==> config.mk <==
export PLATFORM = sky130hd
export DESIGN_NAME = decode_rom
export DESIGN_NICKNAME = d
export VERILOG_FILES = /design/src/hw/decode_pkg.sv /design/src/hw/t_sequencer.sv /design/src/hw/addr_bus_ctl.sv /design/src/hw/reg_xfer_ctl.sv /design/src/hw/alu_ctl.sv /design/src/hw/decode_rom.sv
export SDC_FILE = /design/constraint.sdc
export NUM_CORES = 1
export LEC_CHECK = 0
export ABC_AREA = 1
export BUFFER_PORTS_ARGS = -buffer_cell sky130_fd_sc_hd__buf_4
export CORE_AREA = 2 2 80 44
export DETAILED_ROUTE_END_ITERATION = 16
export DIE_AREA = 0 0 82 46
export GPL_TIMING_DRIVEN = 0
export PLACE_DENSITY = 0.76
export SYNTH_ARGS = -nofsm -noshare
export SYNTH_HDL_FRONTEND = slang
export SYNTH_SLANG_ARGS = --single-unit
==> constraint.sdc <==
create_clock -name i_clk -period 1.48 [get_ports i_clk]
set_input_delay 0.222 -clock i_clk [delete_from_list [all_inputs] [get_ports i_clk]]
set_output_delay 0.222 -clock i_clk [all_outputs]
set_load 0.01 [all_outputs]
==> src/hw/decode_pkg.sv <==
//****************************************
// Shared types for the 6502 decode ROM model.
// Opcodes, T-states, instruction classes and the
// bit positions of the three control vectors.
//****************************************

package decode_pkg;

    // status register
    localparam int P_C = 0;

    localparam int ADDR_W = 12;
    localparam int XFER_W = 21;
    localparam int ALU_W  = 11;

    typedef enum logic [7:0] {
        INX     = 8'hE8,
        INY     = 8'hC8,
        DEX     = 8'hCA,
        DEY     = 8'h88,
        ASL_A   = 8'h0A,
        LSR_A   = 8'h4A,
        ROL_A   = 8'h2A,
        ROR_A   = 8'h6A,
        SEC     = 8'h38,
        CLC     = 8'h18,
        SEI     = 8'h78,
        CLI     = 8'h58,
        TAX     = 8'hAA,
        TAY     = 8'hA8,
        TXA     = 8'h8A,
        TYA     = 8'h98,
        TXS     = 8'h9A,
        TSX     = 8'hBA,
        LDA_IMM = 8'hA9,
        LDX_IMM = 8'hA2,
        LDY_IMM = 8'hA0,
        LDA_ABS = 8'hAD,
        LDX_ABS = 8'hAE,
        LDY_ABS = 8'hAC,
        STA_ABS = 8'h8D,
        PHA     = 8'h48,
        PLA     = 8'h68,
        PLP     = 8'h28,
        NOP     = 8'hEA
    } opcode_e;

    typedef enum logic [1:0] {T0, T1, T2, T3} tstate_e;

    typedef enum logic [2:0] {
        CLS_IMPLIED,
        CLS_FLAG,
        CLS_TRANSFER,
        CLS_IMMEDIATE,
        CLS_ABSOLUTE,
        CLS_PUSH,
        CLS_PULL,
        CLS_NONE
    } op_class_e;

    // address bus and program counter lines
    typedef enum {
        AB_PCL_ADL, AB_PCH_ADH, AB_PCL_PCL, AB_PCH_PCH, AB_I_PC,
        AB_ADL_ABL, AB_ADH_ABH, AB_S_ADL, AB_0_ADH1_7, AB_ADD_ADL,
        AB_DL_ADH, AB_WRITE
    } addr_bit_e;

    // register transfers and flag loads
    typedef enum {
        XF_DL_DB, XF_SB_DB, XF_X_SB, XF_Y_SB, XF_AC_SB, XF_S_SB, XF_AC_DB,
        XF_SB_X, XF_SB_Y, XF_SB_AC, XF_SB_S,
        XF_DBZ_Z, XF_DB0_C, XF_DB1_Z, XF_DB2_I, XF_DB3_D, XF_DB4_B,
        XF_DB6_V, XF_DB7_N,
        XF_IR5_C, XF_IR5_I
    } xfer_bit_e;

    // ALU inputs, operation and result routing
    typedef enum {
        AL_DB_N_ADD, AL_DB_ADD, AL_ADL_ADD, AL_0_ADD, AL_SB_ADD,
        AL_1_ADDC, AL_SUMS, AL_SRS,
        AL_ADD_SB_0_6, AL_ADD_SB_7, AL_ACR_C
    } alu_bit_e;

    // unlisted opcodes fall into CLS_NONE
    function automatic op_class_e classify(input logic [7:0] ir);
        case (ir)
            INX, INY, DEX, DEY,
            ASL_A, LSR_A, ROL_A, ROR_A:        classify = CLS_IMPLIED;
            SEC, CLC, SEI, CLI:                classify = CLS_FLAG;
            TAX, TAY, TXA, TYA, TXS, TSX:      classify = CLS_TRANSFER;
            LDA_IMM, LDX_IMM, LDY_IMM:         classify = CLS_IMMEDIATE;
            LDA_ABS, LDX_ABS, LDY_ABS, STA_ABS: classify = CLS_ABSOLUTE;
            PHA:                               classify = CLS_PUSH;
            PLA, PLP:                          classify = CLS_PULL;
            default:                           classify = CLS_NONE;
        endcase
    endfunction

endpackage

==> src/hw/t_sequencer.sv <==
//****************************************
// T-state sequencer (TCU) of the decode ROM.
// Steps one T-state per clock and wraps to T0
// after the last cycle of the opcode in IR.
//****************************************
`timescale 1ns/1ps

module t_sequencer
    import decode_pkg::*;
(
    input  logic       i_clk,
    input  logic       i_rst,
    input  logic [7:0] i_ir,
    output tstate_e    o_tcu
);

    tstate_e tcu;
    tstate_e last_t;

    // final T-state per instruction class
    always_comb
    begin
        case (classify(i_ir))
            CLS_PUSH, CLS_PULL: last_t = T2;
            CLS_ABSOLUTE:       last_t = T3;
            default:            last_t = T1;
        endcase
    end

    // T0 never ends an instruction, so the overlapped
    // opcode in T0 always moves on to T1
    always_ff @(posedge i_clk)
    begin
        if (i_rst)
        begin
            tcu <= T0;
        end
        else if (tcu == last_t)
        begin
            tcu <= T0;
        end
        else
        begin
            tcu <= tstate_e'(tcu + 2'd1);
        end
    end

    assign o_tcu = tcu;

endmodule

==> src/hw/addr_bus_ctl.sv <==
//****************************************
// Address bus and program counter decode.
// Combinational from opcode and T-state, also
// drives the write strobe.
//****************************************
`timescale 1ns/1ps

module addr_bus_ctl
    import decode_pkg::*;
(
    input  logic [7:0]        i_ir,
    input  tstate_e           i_tcu,
    output logic [ADDR_W-1:0] o_addr_ctl
);

    op_class_e cls;
    logic      fetch;

    assign cls = classify(i_ir);

    always_comb
    begin
        o_addr_ctl = '0;
        fetch = 1'b0;

        case (i_tcu)
            T0:
            begin
                // opcode fetch, PC steps to the next byte
                fetch = 1'b1;
                o_addr_ctl[AB_I_PC] = 1'b1;
            end
            T1:
            begin
                // unknown opcodes leave the buses idle
                fetch = (cls != CLS_NONE) || (i_ir == NOP);
                if (cls == CLS_IMMEDIATE || cls == CLS_ABSOLUTE)
                begin
                    o_addr_ctl[AB_I_PC] = 1'b1;
                end
            end
            T2:
            begin
                if (cls == CLS_PUSH || cls == CLS_PULL)
                begin
                    // stack sits on page 1 while PC is held
                    o_addr_ctl[AB_PCL_PCL]  = 1'b1;
                    o_addr_ctl[AB_PCH_PCH]  = 1'b1;
                    o_addr_ctl[AB_S_ADL]    = 1'b1;
                    o_addr_ctl[AB_ADL_ABL]  = 1'b1;
                    o_addr_ctl[AB_0_ADH1_7] = 1'b1;
                    o_addr_ctl[AB_ADH_ABH]  = 1'b1;
                    o_addr_ctl[AB_WRITE]    = (cls == CLS_PUSH);
                end
                else if (cls == CLS_ABSOLUTE)
                begin
                    // high address byte comes from PC+2
                    fetch = 1'b1;
                end
            end
            T3:
            begin
                if (cls == CLS_ABSOLUTE)
                begin
                    // effective address with low byte from ADD and high byte from DL
                    o_addr_ctl[AB_PCL_PCL] = 1'b1;
                    o_addr_ctl[AB_PCH_PCH] = 1'b1;
                    o_addr_ctl[AB_I_PC]    = 1'b1;
                    o_addr_ctl[AB_ADD_ADL] = 1'b1;
                    o_addr_ctl[AB_ADL_ABL] = 1'b1;
                    o_addr_ctl[AB_DL_ADH]  = 1'b1;
                    o_addr_ctl[AB_ADH_ABH] = 1'b1;
                    o_addr_ctl[AB_WRITE]   = (i_ir == STA_ABS);
                end
            end
            default: ;
        endcase

        // PC onto the address bus and held
        if (fetch)
        begin
            o_addr_ctl[AB_PCL_ADL] = 1'b1;
            o_addr_ctl[AB_ADL_ABL] = 1'b1;
            o_addr_ctl[AB_PCH_ADH] = 1'b1;
            o_addr_ctl[AB_ADH_ABH] = 1'b1;
            o_addr_ctl[AB_PCL_PCL] = 1'b1;
            o_addr_ctl[AB_PCH_PCH] = 1'b1;
        end
    end

endmodule

==> src/hw/reg_xfer_ctl.sv <==
//****************************************
// Register transfer and status flag decode.
// Selects SB sources and destinations and the
// loads of P from DB or from IR bit 5.
//****************************************
`timescale 1ns/1ps

module reg_xfer_ctl
    import decode_pkg::*;
(
    input  logic [7:0]        i_ir,
    input  tstate_e           i_tcu,
    output logic [XFER_W-1:0] o_xfer_ctl
);

    op_class_e cls;

    assign cls = classify(i_ir);

    // register loaded from SB
    function automatic xfer_bit_e sb_dst(input logic [7:0] ir);
        case (ir)
            INX, DEX, TAX, TSX, LDX_IMM, LDX_ABS: sb_dst = XF_SB_X;
            INY, DEY, TAY, LDY_IMM, LDY_ABS:      sb_dst = XF_SB_Y;
            TXS:                                  sb_dst = XF_SB_S;
            default:                              sb_dst = XF_SB_AC;
        endcase
    endfunction

    // register driven onto SB
    function automatic xfer_bit_e sb_src(input logic [7:0] ir);
        case (ir)
            INX, DEX, TXA, TXS: sb_src = XF_X_SB;
            INY, DEY, TYA:      sb_src = XF_Y_SB;
            TSX:                sb_src = XF_S_SB;
            default:            sb_src = XF_AC_SB;
        endcase
    endfunction

    // data latch into a register with Z and N from the value
    function automatic logic [XFER_W-1:0] dl_load(input logic [7:0] ir);
        dl_load = '0;
        dl_load[XF_DL_DB]   = 1'b1;
        dl_load[XF_SB_DB]   = 1'b1;
        dl_load[sb_dst(ir)] = 1'b1;
        dl_load[XF_DBZ_Z]   = 1'b1;
        dl_load[XF_DB7_N]   = 1'b1;
    endfunction

    always_comb
    begin
        o_xfer_ctl = '0;

        case (i_tcu)
            T0:
            begin
                // write-back of the instruction just finished
                if (cls == CLS_IMPLIED)
                begin
                    o_xfer_ctl[sb_dst(i_ir)] = 1'b1;
                    o_xfer_ctl[XF_SB_DB] = 1'b1;
                    o_xfer_ctl[XF_DBZ_Z] = 1'b1;
                    o_xfer_ctl[XF_DB7_N] = 1'b1;
                end
                else if (cls == CLS_PUSH || cls == CLS_PULL)
                begin
                    o_xfer_ctl[XF_SB_S] = 1'b1;
                end
            end
            T1:
            begin
                case (cls)
                    CLS_FLAG:
                    begin
                        if (i_ir == SEC || i_ir == CLC)
                            o_xfer_ctl[XF_IR5_C] = 1'b1;
                        else
                            o_xfer_ctl[XF_IR5_I] = 1'b1;
                    end
                    CLS_IMPLIED:
                    begin
                        o_xfer_ctl[sb_src(i_ir)] = 1'b1;
                        // left shifts add A to itself via DB
                        if (i_ir == ASL_A || i_ir == ROL_A)
                            o_xfer_ctl[XF_SB_DB] = 1'b1;
                    end
                    CLS_TRANSFER:
                    begin
                        o_xfer_ctl[sb_src(i_ir)] = 1'b1;
                        o_xfer_ctl[sb_dst(i_ir)] = 1'b1;
                        // TXS leaves the flags alone
                        if (i_ir != TXS)
                        begin
                            o_xfer_ctl[XF_SB_DB] = 1'b1;
                            o_xfer_ctl[XF_DBZ_Z] = 1'b1;
                            o_xfer_ctl[XF_DB7_N] = 1'b1;
                        end
                    end
                    CLS_IMMEDIATE: o_xfer_ctl = dl_load(i_ir);
                    // low address byte towards the ALU
                    CLS_ABSOLUTE:  o_xfer_ctl[XF_DL_DB] = 1'b1;
                    default: ;
                endcase
            end
            T2:
            begin
                case (i_ir)
                    PHA: o_xfer_ctl[XF_AC_DB] = 1'b1;
                    PLA:
                    begin
                        o_xfer_ctl[XF_DL_DB] = 1'b1;
                        o_xfer_ctl[XF_SB_DB] = 1'b1;
                        o_xfer_ctl[XF_SB_AC] = 1'b1;
                    end
                    PLP:
                    begin
                        // every P bit from the pulled byte
                        o_xfer_ctl[XF_DL_DB] = 1'b1;
                        o_xfer_ctl[XF_DB0_C] = 1'b1;
                        o_xfer_ctl[XF_DB1_Z] = 1'b1;
                        o_xfer_ctl[XF_DB2_I] = 1'b1;
                        o_xfer_ctl[XF_DB3_D] = 1'b1;
                        o_xfer_ctl[XF_DB4_B] = 1'b1;
                        o_xfer_ctl[XF_DB6_V] = 1'b1;
                        o_xfer_ctl[XF_DB7_N] = 1'b1;
                    end
                    default: ;
                endcase
            end
            T3:
            begin
                if (i_ir == STA_ABS)
                    o_xfer_ctl[XF_AC_DB] = 1'b1;
                else if (cls == CLS_ABSOLUTE)
                    o_xfer_ctl = dl_load(i_ir);
            end
            default: ;
        endcase
    end

endmodule

==> src/hw/alu_ctl.sv <==
//****************************************
// ALU control decode.
// Input selection, operation, carry-in and
// result routing back onto SB.
//****************************************
`timescale 1ns/1ps

module alu_ctl
    import decode_pkg::*;
(
    input  logic [7:0]       i_ir,
    input  tstate_e          i_tcu,
    input  logic [7:0]       i_p,
    output logic [ALU_W-1:0] o_alu_ctl
);

    op_class_e cls;

    assign cls = classify(i_ir);

    always_comb
    begin
        o_alu_ctl = '0;

        case (i_tcu)
            T0:
            begin
                // result of the previous instruction onto SB
                if (cls == CLS_IMPLIED || cls == CLS_PUSH || cls == CLS_PULL)
                begin
                    o_alu_ctl[AL_ADD_SB_0_6] = 1'b1;
                    o_alu_ctl[AL_ADD_SB_7]   = 1'b1;
                end
            end
            T1:
            begin
                if (cls == CLS_IMPLIED)
                begin
                    o_alu_ctl[AL_SB_ADD] = 1'b1;
                    case (i_ir)
                        INX, INY:
                        begin
                            // inverted precharge gives 0 and carry-in adds 1
                            o_alu_ctl[AL_DB_N_ADD] = 1'b1;
                            o_alu_ctl[AL_1_ADDC]   = 1'b1;
                            o_alu_ctl[AL_SUMS]     = 1'b1;
                        end
                        DEX, DEY:
                        begin
                            // precharged DB reads as 0xFF
                            o_alu_ctl[AL_DB_ADD] = 1'b1;
                            o_alu_ctl[AL_SUMS]   = 1'b1;
                        end
                        LSR_A, ROR_A:
                        begin
                            o_alu_ctl[AL_SRS]   = 1'b1;
                            o_alu_ctl[AL_ACR_C] = 1'b1;
                        end
                        ASL_A, ROL_A:
                        begin
                            // A + A is a shift left
                            o_alu_ctl[AL_DB_ADD] = 1'b1;
                            o_alu_ctl[AL_SUMS]   = 1'b1;
                            o_alu_ctl[AL_ACR_C]  = 1'b1;
                        end
                        default: ;
                    endcase
                    // rotates shift the old carry in
                    if (i_ir == ROL_A || i_ir == ROR_A)
                        o_alu_ctl[AL_1_ADDC] = i_p[P_C];
                end
                else if (cls == CLS_ABSOLUTE)
                begin
                    // park the low address byte in ADD
                    o_alu_ctl[AL_DB_ADD] = 1'b1;
                    o_alu_ctl[AL_0_ADD]  = 1'b1;
                    o_alu_ctl[AL_SUMS]   = 1'b1;
                end
            end
            T2:
            begin
                case (cls)
                    CLS_PUSH:
                    begin
                        // S - 1
                        o_alu_ctl[AL_ADL_ADD] = 1'b1;
                        o_alu_ctl[AL_SB_ADD]  = 1'b1;
                        o_alu_ctl[AL_SUMS]    = 1'b1;
                    end
                    CLS_PULL:
                    begin
                        // S + 1
                        o_alu_ctl[AL_ADL_ADD] = 1'b1;
                        o_alu_ctl[AL_0_ADD]   = 1'b1;
                        o_alu_ctl[AL_1_ADDC]  = 1'b1;
                        o_alu_ctl[AL_SUMS]    = 1'b1;
                    end
                    CLS_ABSOLUTE:
                    begin
                        // recirculate ADD so the low byte survives
                        o_alu_ctl[AL_ADD_SB_0_6] = 1'b1;
                        o_alu_ctl[AL_ADD_SB_7]   = 1'b1;
                        o_alu_ctl[AL_SB_ADD]     = 1'b1;
                        o_alu_ctl[AL_DB_N_ADD]   = 1'b1;
                        o_alu_ctl[AL_SUMS]       = 1'b1;
                    end
                    default: ;
                endcase
            end
            default: ;
        endcase
    end

endmodule

==> src/hw/decode_rom.sv <==
//****************************************
// Decode ROM top level.
// The sequencer owns the T-state, the three
// decoders turn it into control vectors.
//****************************************
`timescale 1ns/1ps

module decode_rom
    import decode_pkg::*;
(
    input  logic              i_clk,
    input  logic              i_rst,
    input  logic [7:0]        i_ir,
    input  logic [7:0]        i_p,
    output tstate_e           o_tcu,
    output logic [ADDR_W-1:0] o_addr_ctl,
    output logic [XFER_W-1:0] o_xfer_ctl,
    output logic [ALU_W-1:0]  o_alu_ctl
);

    t_sequencer u_seq (
        .i_clk (i_clk),
        .i_rst (i_rst),
        .i_ir  (i_ir),
        .o_tcu (o_tcu)
    );

    // decoders all follow the registered T-state
    addr_bus_ctl u_addr (
        .i_ir       (i_ir),
        .i_tcu      (o_tcu),
        .o_addr_ctl (o_addr_ctl)
    );

    reg_xfer_ctl u_xfer (
        .i_ir       (i_ir),
        .i_tcu      (o_tcu),
        .o_xfer_ctl (o_xfer_ctl)
    );

    alu_ctl u_alu (
        .i_ir      (i_ir),
        .i_tcu     (o_tcu),
        .i_p       (i_p),
        .o_alu_ctl (o_alu_ctl)
    );

endmodule

==> results of run 1 <==
[stage by stage]
| step | util [%] | instance area [sq um] | TNS [ps] |
|---|---|---|---|
| 3_3_place_gp | 60.63 | 1912 | -8671 |
| 4_1_cts | 82.62 | 2605 | -7794 |
| 3_5_place_dp | 60.63 | 1912 | -9179 |
| 2_1_floorplan | - | 1439 | -147.9 |
[cell families after synthesis]
family | count (synthesis) | synth area share [%]
flops | 2 | 3.239
fa+ha+maj | 5 | 5.061
compound gates | 27 | 13.36
simple gates | 155 | 60.53
buf+inv | 45 | 17.81
[what timing repair did]
action	in CTS
endpoints found under the setup margin	43
gates resized for setup	110
setup buffers	28
pin swaps	42
hold buffers	0
==> flow_summary.ini, run 1 <==
[outcome]
run_status = aborted with a tool error
lastStage = 5_1_grt
firstError = [ERROR DPL-0038] Utilization greater than 100%, impossible to legalize

[placement]
dp_cells = 332
place_ws_ps = -573.9
dp_hpwl_mm = 3.495
gp_congestion = 0.9730
portBuffers = 56

[yosys]
yosysMostFrequentCell = nand2_1
synthTopCellsByArea = nand2_1 (18%), nor2_1 (13%), inv_1 (8.5%)
synth.cell_area_sq_um = 1236
netlist-cell-type-count = 32
synth_top_area_share_pct = 18.22
synthFlopType = dfxtp_1
ys.warnings.count = 0
synth.cells.most_frequent = nand2_1 (60), nor2_1 (43), inv_1 (28), nand3_1 (16), buf_4 (10)
synth-edff-count = 0
synth_seq_cells = 2
async_flop_share_pct = 0
synth_area_leader_cell = nand2_1
syn_nets = 257
synth_seq_area_share_pct = 3.239
syn_inst = 234
syn_area_per_cell_sq_um = 5.283

[cts]
root_buffer = clkbuf_8
cts_buffer_depth = 2
clkSinkCount = 2
numCtsBuffers = 3
cts.htree.levels = 1

[die]
die_h_microns = 46
io_pins = 64
core.rowCount = 15
initial_core_util_pct = 39.21
die_w_microns = 82

[sta]
worstEpCategory = primary output
crit_endpoint = o_addr_ctl[3]

[global_routing]
grt_max_degree = 11
==> run 2: changes to the inputs <==
--- a/config.mk
+++ b/config.mk
@@ -7,11 +7,11 @@
 export LEC_CHECK = 0
 export ABC_AREA = 1
 export BUFFER_PORTS_ARGS = -buffer_cell sky130_fd_sc_hd__buf_4
-export CORE_AREA = 2 2 80 44
+export CORE_AREA = 2 2 63 65
 export DETAILED_ROUTE_END_ITERATION = 16
-export DIE_AREA = 0 0 82 46
+export DIE_AREA = 0 0 65 67
 export GPL_TIMING_DRIVEN = 0
-export PLACE_DENSITY = 0.76
+export PLACE_DENSITY_LB_ADDON = 0.15
 export SYNTH_ARGS = -nofsm -noshare
 export SYNTH_HDL_FRONTEND = slang
 export SYNTH_SLANG_ARGS = --single-unit
==> constraint.sdc (replaced) <==
create_clock -name i_clk -period 1.9 [get_ports i_clk]
set_input_delay 0.285 -clock i_clk [delete_from_list [all_inputs] [get_ports i_clk]]
set_output_delay 0.285 -clock i_clk [all_outputs]
set_load 0.01 [all_outputs]
==> flow_summary.ini, run 2 <==
[sta]
maxSlewViolCount = 0
layout_setup_ws_ps = -101.2
final_hold_viol_count = 0
grt_setup_unrepaired = true
finalClockSkew_ps = 1.635
period_minus_slack_ps = 2001
worst_pin_slew_ps = 268.8
fmax_mhz = 499.7
final.setup.tns_ps = -563.9
relSlewSlack_pct = 81.89
post-route-period-util_pct = 105.3
whs_ps = 424.8
finalSetupViolations = 10

[power]
powerDensity_nw_per_um2 = 325.5
leakagePower_uw = 0.001309
vdd_drop_max_mv = 0.4306

[die]
die_w_microns = 65
core_area_sq_um = 3606
die_h_microns = 67
initial_core_util_pct = 34.28
fp.dieArea_sq_um = 4355
core.rowCount = 22
io_pins = 64

[worst_setup_path]
cpMostUsedCell = nand2_1
cp.required_ps = 1620
crit_chain = buf_12 -> inv_12 -> nand2_8 -> buf_4 -> nor2_4 -> nand2_1 -> nand4_1 -> nor2_4 -> nand3_2 -> nand2_1 -> nand2_1 -> nand2_2 -> nand2_4 -> buf_6 -> buf_6
critPathMaxFanout = 5
worstSetupStartpoint = i_ir[4]
r2r_start = u_seq.o_tcu[0]
crit_path_top_delay_cell = nand4_1
path_class = primary input to output port
max_stage_delay_ps = 160
start_kind = primary input
critPathCaptureType = output port
arrival_ps = 1720

[cts]
cts.htree.levels = 1
clk_latency_ps = 210
root_buffer = clkbuf_8
cts_buffer_depth = 2
clkTransAtPathRegs_ps = 30
cts_tree = built
numCtsBuffers = 3
clkSinkCount = 2
postCtsHoldBufs = 0

[yosys]
synthTopCellsByArea = nand2_1 (18%), nor2_1 (13%), inv_1 (8.5%)
yosysMostFrequentCell = nand2_1
syn_inst = 234
ys.warnings.count = 0
synth_area_leader_cell = nand2_1
synth.cells.most_frequent = nand2_1 (60), nor2_1 (43), inv_1 (28), nand3_1 (16), buf_4 (10)
syn_area_per_cell_sq_um = 5.283
synth_top_area_share_pct = 18.22
synth_seq_area_share_pct = 3.239
synth_seq_cells = 2
synthFlopType = dfxtp_1
netlist-cell-type-count = 32
async_flop_share_pct = 0
syn_nets = 257
synth.cell_area_sq_um = 1236
synth-edff-count = 0

[global_routing]
grt_max_degree = 11
grt_pass1_wl_mm = 7.741
grt_use_total_pct = 22.72
antenna_found_initial = 0
grt_pass1_vias = 1706
grt_overflow = 0

[drt]
via_per_inst = 5.045
wl_mm = 5.208
ant_nets = 0
first_pass_iters = 4
detail_route.iter0.violations = 133
wl_per_cell_microns = 13.81
drc = 0
via_count = 1902

[final_layout]
largest_reg_flops = 2
final_common_cell = buf_4
final_nets = 354
drive_gt1_share_pct = 57.45
layout.cells.most_common_list = buf_4 (82), nand2_1 (45), nor2_1 (27)
antenna_cells = 0
syn_to_final_growth_pct = 100.5

[hold_path]
worstHoldStart = i_rst
min_path_type = primary input to flop

[flow_run]
drv_cap = 0

[outcome]
violations = setup timing
run_status = finished with violations

[placement]
portBuffers = 56
gp_congestion = 0.9023
dp_hpwl_mm = 3.397
==> run 2: cell counts after synthesis <==
Identical to the previous run, type by type.
==> run 2: kinds of logic after synthesis <==
family,count (synthesis),share of synthesized area [%]
and+or+nand+nor,155,60.53
buffers and inverters,45,17.81
AOI/OAI and AO/OA,27,13.36
adders and majority gates,5,5.061
DFF,2,3.239
==> run 2: layout make-up <==
cell class	instances	area, sq um
Multi-Input combinational cell	187	1264
Fill cell	313	1127
Timing Repair Buffer	92	784.5
Inverter	33	168.9
Buffer	12	112.6
Tap cell	48	60.06
Sequential cell	2	47.55
Clock buffer	3	41.29
==> run 2: path summary, 6_finish.rpt <==
check | cells after the start | slack (ps) | endpoint
max | 15 | -100 | o_addr_ctl[6]
min | 4 | 420 | u_seq.o_tcu[0]
max reg2reg | 4 | 760 | u_seq.o_tcu[1]
min reg2reg | 1 | 470 | u_seq.o_tcu[0]
==> run 2: critical path, delay by kind of cell <==
kind,cells,cell delay [ps]
AND/OR/NAND/NOR,10,920
buffers and inverters,5,510
==> run 2: stage by stage <==
stage	worst slack [ps]	std cells	instance area, sq um	util [%]	power (uW)
after floorplan	70.37	234	1236	-	301.2
after global placement	-331.1	338	1717	47.61	454.7
after detailed placement	-319.9	338	1717	47.61	455.4
after CTS	-45.99	369	2303	63.88	766.8
after global routing	-147.6	377	2479	68.74	862.2
final	-101.2	377	2479	68.74	806.8
==> run 2: report_power, final <==
group | total [uW] | switching [uW] | internal [uW]
combinational | 572 | 298 | 273
sequential | 67.1 | 15.9 | 51.2
clock | 168 | 34.0 | 134
==> run 2: repair_timing <==
action | CTS | global route
setup endpoints to repair | 27 | 23
cloned | 0 | 0
resized for setup | 100 | 34
setup buffers | 28 | 8
pin swaps | 26 | 24
endpoints found under the hold margin | 0 | 0
==> run 2: routing by layer <==
layer  vias up  track usage [%]  part of all wire [%]
met5         -                0                     0
met4         0            8.777                   2.5
met3        18            2.027                   5.6
met2        81            38.14                    50
met1       860            29.89                    41
li1        943                -                     -
Power figures use the tool's default switching activity.
==> run 3: changes to the inputs <==
--- a/config.mk
+++ b/config.mk
@@ -11,7 +11,9 @@
 export DETAILED_ROUTE_END_ITERATION = 16
 export DIE_AREA = 0 0 65 67
 export GPL_TIMING_DRIVEN = 0
+export MAX_ROUTING_LAYER = met4
 export PLACE_DENSITY_LB_ADDON = 0.15
+export SKIP_LAST_GASP = 1
 export SYNTH_ARGS = -nofsm -noshare
 export SYNTH_HDL_FRONTEND = slang
 export SYNTH_SLANG_ARGS = --single-unit
==> flow_summary.ini, run 3 (same netlist as run 2, synthesis figures left out) <==
[final_layout]
final_nets = 360
final_common_cell = buf_4
stdcell_count = 383
drive_gt1_share_pct = 63.88
largest_reg_flops = 2
layout.cells.most_common_list = buf_4 (83), nand2_1 (39), nor2_1 (26)
antenna_cells = 0
syn_to_final_growth_pct = 116.3

[worst_setup_path]
start_kind = primary input
worst-r2r-cell-count = 4
r2r_end = u_seq.o_tcu[1]
critPathCaptureType = output port
critPathBufInv = 5
arrival_ps = 1800
crit_chain = buf_6 -> inv_4 -> buf_4 -> nand2_1 -> nor2_1 -> nand2_1 -> nand4_1 -> nor2_4 -> nand3_2 -> nand2_2 -> nand2_2 -> nand2_4 -> nand2_4 -> buf_6 -> buf_6
max_stage_delay_ps = 200
cp.required_ps = 1620
critPathMaxFanout = 4
r2r_start = u_seq.o_tcu[0]
path_delay_family = simple AND/OR/NAND/NOR gates
cpMostUsedCell = buf_6
reg2reg_slack_ps = 690
path_class = primary input to output port
crit_path_top_delay_cell = nand4_1

[cts]
cts_buffer_depth = 2
clkTransAtPathRegs_ps = 30
clkSinkCount = 2
clk_latency_ps = 200
root_buffer = clkbuf_8
cts_tree = built
numCtsBuffers = 3
cts.htree.levels = 1

[drt]
via_count = 2153
drc = 0
wl_mm = 6.654
via_per_inst = 5.621
ant_nets = 0
detail_route.iter0.violations = 259
first_pass_iters = 7
wl_per_cell_microns = 17.37

[power]
combPwrFrac_pct = 73.1
p_sw_uw = 382.2
total_power_uw = 854.9
netSwitchingFraction_pct = 44.71
p_int_uw = 472.7
vdd_drop_max_mv = 0.7541
clock_power_share_pct = 18.9
powerDensity_nw_per_um2 = 319.7
leakagePower_uw = 0.001384
pwr-share-seq_pct = 8.0

[sta]
layout_setup_ws_ps = -180.6
worst_pin_slew_ps = 366.9
whs_ps = 422.4
maxSlewViolCount = 0
finalSetupViolations = 18
relSlewSlack_pct = 75.35
post-route-period-util_pct = 109.5
fmax_mhz = 480.6
period_minus_slack_ps = 2081
final.setup.tns_ps = -1763
grt_setup_unrepaired = true
final_hold_viol_count = 0
finalClockSkew_ps = 0.5054

[hold_path]
holdPathEnd = u_seq.o_tcu[0]
hold_depth = 4
worstHoldStart = i_rst
min_path_type = primary input to flop

[die]
io_pins = 64
core_area_sq_um = 3606
die_w_microns = 65
core.rowCount = 22
fp.dieArea_sq_um = 4355
die_h_microns = 67
initial_core_util_pct = 34.28

[global_routing]
grt_overflow = 0
grt_max_degree = 11
grt_pass1_wl_mm = 8.362
grt_use_total_pct = 25.10
antenna_found_initial = 0
grt_pass1_vias = 1828

[placement]
dp_cells = 338
dp_hpwl_mm = 3.434
gp_congestion = 0.9138
place_ws_ps = -341.4
portBuffers = 56

[outcome]
violations = setup timing
run_status = finished with violations

[flow_run]
drv_cap = 0
==> run 3: cell count changes in the layout (fill, tap and decap cells not counted), sizes merged <==
cell / previous run / this run
buf: 104 / 110
==> run 3: final cells by class <==
cell class | instances | area [sq um]
timing repair buffer | 98 | 844.6
buffer | 12 | 112.6
tap | 48 | 60.06
clock buffer | 3 | 41.29
inverter | 33 | 173.9
fill | 285 | 932.1
multi-input combinational | 187 | 1394
sequential | 2 | 47.55
==> run 3: routing by layer <==
layer / GRT usage (%) / vias to the layer above / part of all wire, %
li1: - / 945 / -
met1: 30.39 / 986 / 37
met2: 43.94 / 175 / 49
met3: 1.689 / 47 / 8.5
met4: 9.043 / 0 / 5.5
met5: - / - / 0
==> run 3: worst max-delay path by stage <==
stage	startpoint	endpoint	cells past startpoint
final	i_ir[3]	o_addr_ctl[5]	15
after global routing	i_ir[3]	o_addr_ctl[3]	15
after CTS	i_ir[7]	o_addr_ctl[3]	15
after detailed placement	i_ir[2]	o_addr_ctl[3]	14
after global placement	i_ir[2]	o_addr_ctl[3]	14
after floorplan	u_seq.o_tcu[0]	o_addr_ctl[3]	7
==> run 3: metrics by stage <==
| step | utilization [%] | instance area (sq um) |
|---|---|---|
| after global placement | 47.61 | 1717 |
| final | 74.15 | 2674 |
| after floorplan | - | 1236 |
| after global routing | 74.15 | 2674 |
| after CTS | 64.78 | 2336 |
| after detailed placement | 47.61 | 1717 |
==> run 3: power by group through the flow <==
stage	registers, uW	clock network (uW)	logic, uW
6_report	68.6	162	625
5_1_grt	70.1	171	664
4_1_cts	65.0	166	534
3_5_place_dp	62.7	0	392
3_3_place_gp	62.5	0	392
2_1_floorplan	62.0	0	239
==> run 3: worst register-to-register path: stages (launching register included) <==
cell and delay (ps):
dfxtp_4 360, inv_2 170, ha_2 310, inv_1 180
nor2_1 70
==> run 3: what timing repair did <==
| item | 4_1_cts | 5_1_grt |
|---|---|---|
| setup endpoints to repair | 27 | 22 |
| hold endpoints to repair | 0 | 0 |
| gates resized for setup | 105 | 67 |
| hold buffers | 0 | 0 |
| pin swaps | 30 | 37 |
| buffers inserted | 30 | 13 |
==> run 4: changes to the inputs <==
--- a/config.mk
+++ b/config.mk
@@ -5,11 +5,10 @@
 export SDC_FILE = /design/constraint.sdc
 export NUM_CORES = 1
 export LEC_CHECK = 0
-export ABC_AREA = 1
 export BUFFER_PORTS_ARGS = -buffer_cell sky130_fd_sc_hd__buf_4
-export CORE_AREA = 2 2 63 65
+export CORE_AREA = 2 2 65 67
 export DETAILED_ROUTE_END_ITERATION = 16
-export DIE_AREA = 0 0 65 67
+export DIE_AREA = 0 0 67 69
 export GPL_TIMING_DRIVEN = 0
 export MAX_ROUTING_LAYER = met4
 export PLACE_DENSITY_LB_ADDON = 0.15
==> flow_summary.ini, run 4 <==
[global_routing]
top_usage_layer = met2
grtUsageMet1_pct = 35.18
grt_max_degree = 11
antenna_found_initial = 0
grt_pass1_vias = 1897
grt_overflow = 0
grt_use_total_pct = 26.08
met2_usage_pct = 42.57
grtUsageMet3_pct = 1.794
grt_pass1_wl_mm = 9.508

[cts]
cts_buffer_depth = 2
numCtsBuffers = 3
clk_latency_ps = 210
clkSinkCount = 2
root_buffer = clkbuf_8
clkTransAtPathRegs_ps = 30
cts_tree = built
postCtsHoldBufs = 0
cts.htree.levels = 1

[outcome]
violations = setup timing
run_status = finished with violations

[drt]
ant_nets = 0
wl_mm = 6.629
first_pass_iters = 6
wl_per_cell_microns = 18.62
drc = 0
via_per_inst = 6.056
via_count = 2156
detail_route.iter0.violations = 228

[final_layout]
layout.cells.most_common_list = buf_4 (74), buf_6 (33), nand2_1 (18)
final_common_cell = buf_4
final_nets = 330
final_util_pct = 72.73
drive_gt1_share_pct = 64.38
n_fill_cell = 287
syn_to_final_growth_pct = 113.0
largest_reg_flops = 2
antenna_cells = 0

[yosys]
synth.cells.most_frequent = nand2_1 (20), nor3_1 (17), nor2_1 (13), o21ai_0 (13)
synthTopCellsByArea = nor3_1 (6.4%), buf_4 (6.2%), nand2_1 (5.6%)
async_flop_share_pct = 0
ys.warnings.count = 0
yosysMostFrequentCell = nand2_1
synth_area_leader_cell = nor3_1
synth_top_area_share_pct = 6.367
synth-edff-count = 0
synth_seq_area_share_pct = 2.996
synth.cell_area_sq_um = 1336
synthFlopType = dfxtp_1
syn_nets = 233
netlist-cell-type-count = 56
syn_inst = 210
syn_area_per_cell_sq_um = 6.363
synth_seq_cells = 2

[die]
core_area_sq_um = 3914
die_w_microns = 67
die_h_microns = 69
core.rowCount = 23
io_pins = 64
initial_core_util_pct = 34.14
fp.dieArea_sq_um = 4623

[worst_setup_path]
crit_path_top_delay_cell = o311ai_4
worst-r2r-cell-count = 4
arrival_ps = 1990
cp.required_ps = 1620
critPathCaptureType = output port
critPathMaxFanout = 10
max_stage_delay_ps = 290
start_kind = primary input
crit_chain = buf_4 -> buf_8 -> nor3_2 -> mux2i_1 -> o211a_1 -> o311ai_4 -> o2111ai_4 -> buf_4 -> buf_6
path_class = primary input to output port
cpMostUsedCell = buf_4

[sta]
period_minus_slack_ps = 2275
finalSetupViolations = 34
finalClockSkew_ps = 8.918
final.setup.tns_ps = -6340
relSlewSlack_pct = 68.24
whs_ps = 233.1
layout_setup_ws_ps = -375.1
post-route-period-util_pct = 119.7
final_hold_viol_count = 0
grt_setup_unrepaired = true
worst_pin_slew_ps = 473.8
maxSlewViolCount = 0
fmax_mhz = 439.5

[hold_path]
min_path_type = primary input to flop
hold_depth = 2

[power]
vdd_drop_max_mv = 0.3404
total_power_uw = 801.0
leakagePower_uw = 0.001179
powerDensity_nw_per_um2 = 281.4

[placement]
place_ws_ps = -711.7
dp_hpwl_mm = 3.929
gp_congestion = 0.9623
portBuffers = 54

[flow_run]
drv_cap = 0
run 4: cell count changes in the layout (fill, tap and decap cells not counted), moves of 10 or more:
cell	before	now
buf_6	23	33
inv_1	17	3
nand2_1	39	18
nand2_2	12	1
nand2_4	12	1
nor2_1	26	8
nor2_4	22	3
nor3_2	0	10
run 4: cell families after synthesis:
logic type | Yosys count | share of synthesized area, %
simple gates | 101 | 43.54
compound gates | 62 | 31.84
buf+inv | 37 | 14.79
fa+ha+maj | 5 | 4.682
mux | 2 | 1.498
flops | 2 | 2.996
xor+xnor | 1 | 0.6556
run 4: critical path: cells and delay by family:
family	cells	cell delay [ps]
compound gates	3	740
buf+inv	4	570
simple gates	1	250
mux	1	140
run 4: layout make-up:
cell class	instances	area, sq um	area share (%)
well taps	50	62.56	2.198
repair buffers	93	792.0	27.82
inverters	9	45.04	1.582
multi-input cells	171	1553	54.55
flip-flops and latches	2	47.55	1.670
clock buffers	4	45.04	1.582
plain buffers	27	301.5	10.59
run 4: metrics by stage:
step / instance area, sq um / std cells
floorplan: 1416 / 210
global placement: 1884 / 314
detailed placement: 1884 / 314
CTS: 2562 / 343
global route: 2846 / 356
finish: 2846 / 356
run 4: power by group:
part	switching (uW)	internal [uW]
Combinational	287	283
Sequential	6.53	45.7
Clock	36.0	142
run 4: timing repair:
| action | in CTS | in global routing |
|---|---|---|
| endpoints found under the setup margin | 45 | 40 |
| pin swaps | 24 | 26 |
| buffers inserted | 24 | 15 |
| resized for setup | 109 | 46 |
| gates cloned | 1 | 0 |
run 4: layer usage:
metal	routed length, microns	vias up
met1	2564	1019
met5	0	-
met4	263	0
met3	574	24
met2	3226	147
li1	-	966
run 4: final timing paths:
check / from / end / slack [ps]
max reg2reg: u_seq.o_tcu[1] / u_seq.o_tcu[1] / 850
min: i_rst / u_seq.o_tcu[0] / 230
min reg2reg: u_seq.o_tcu[1] / u_seq.o_tcu[0] / 580
max: i_ir[6] / o_addr_ctl[2] / -380
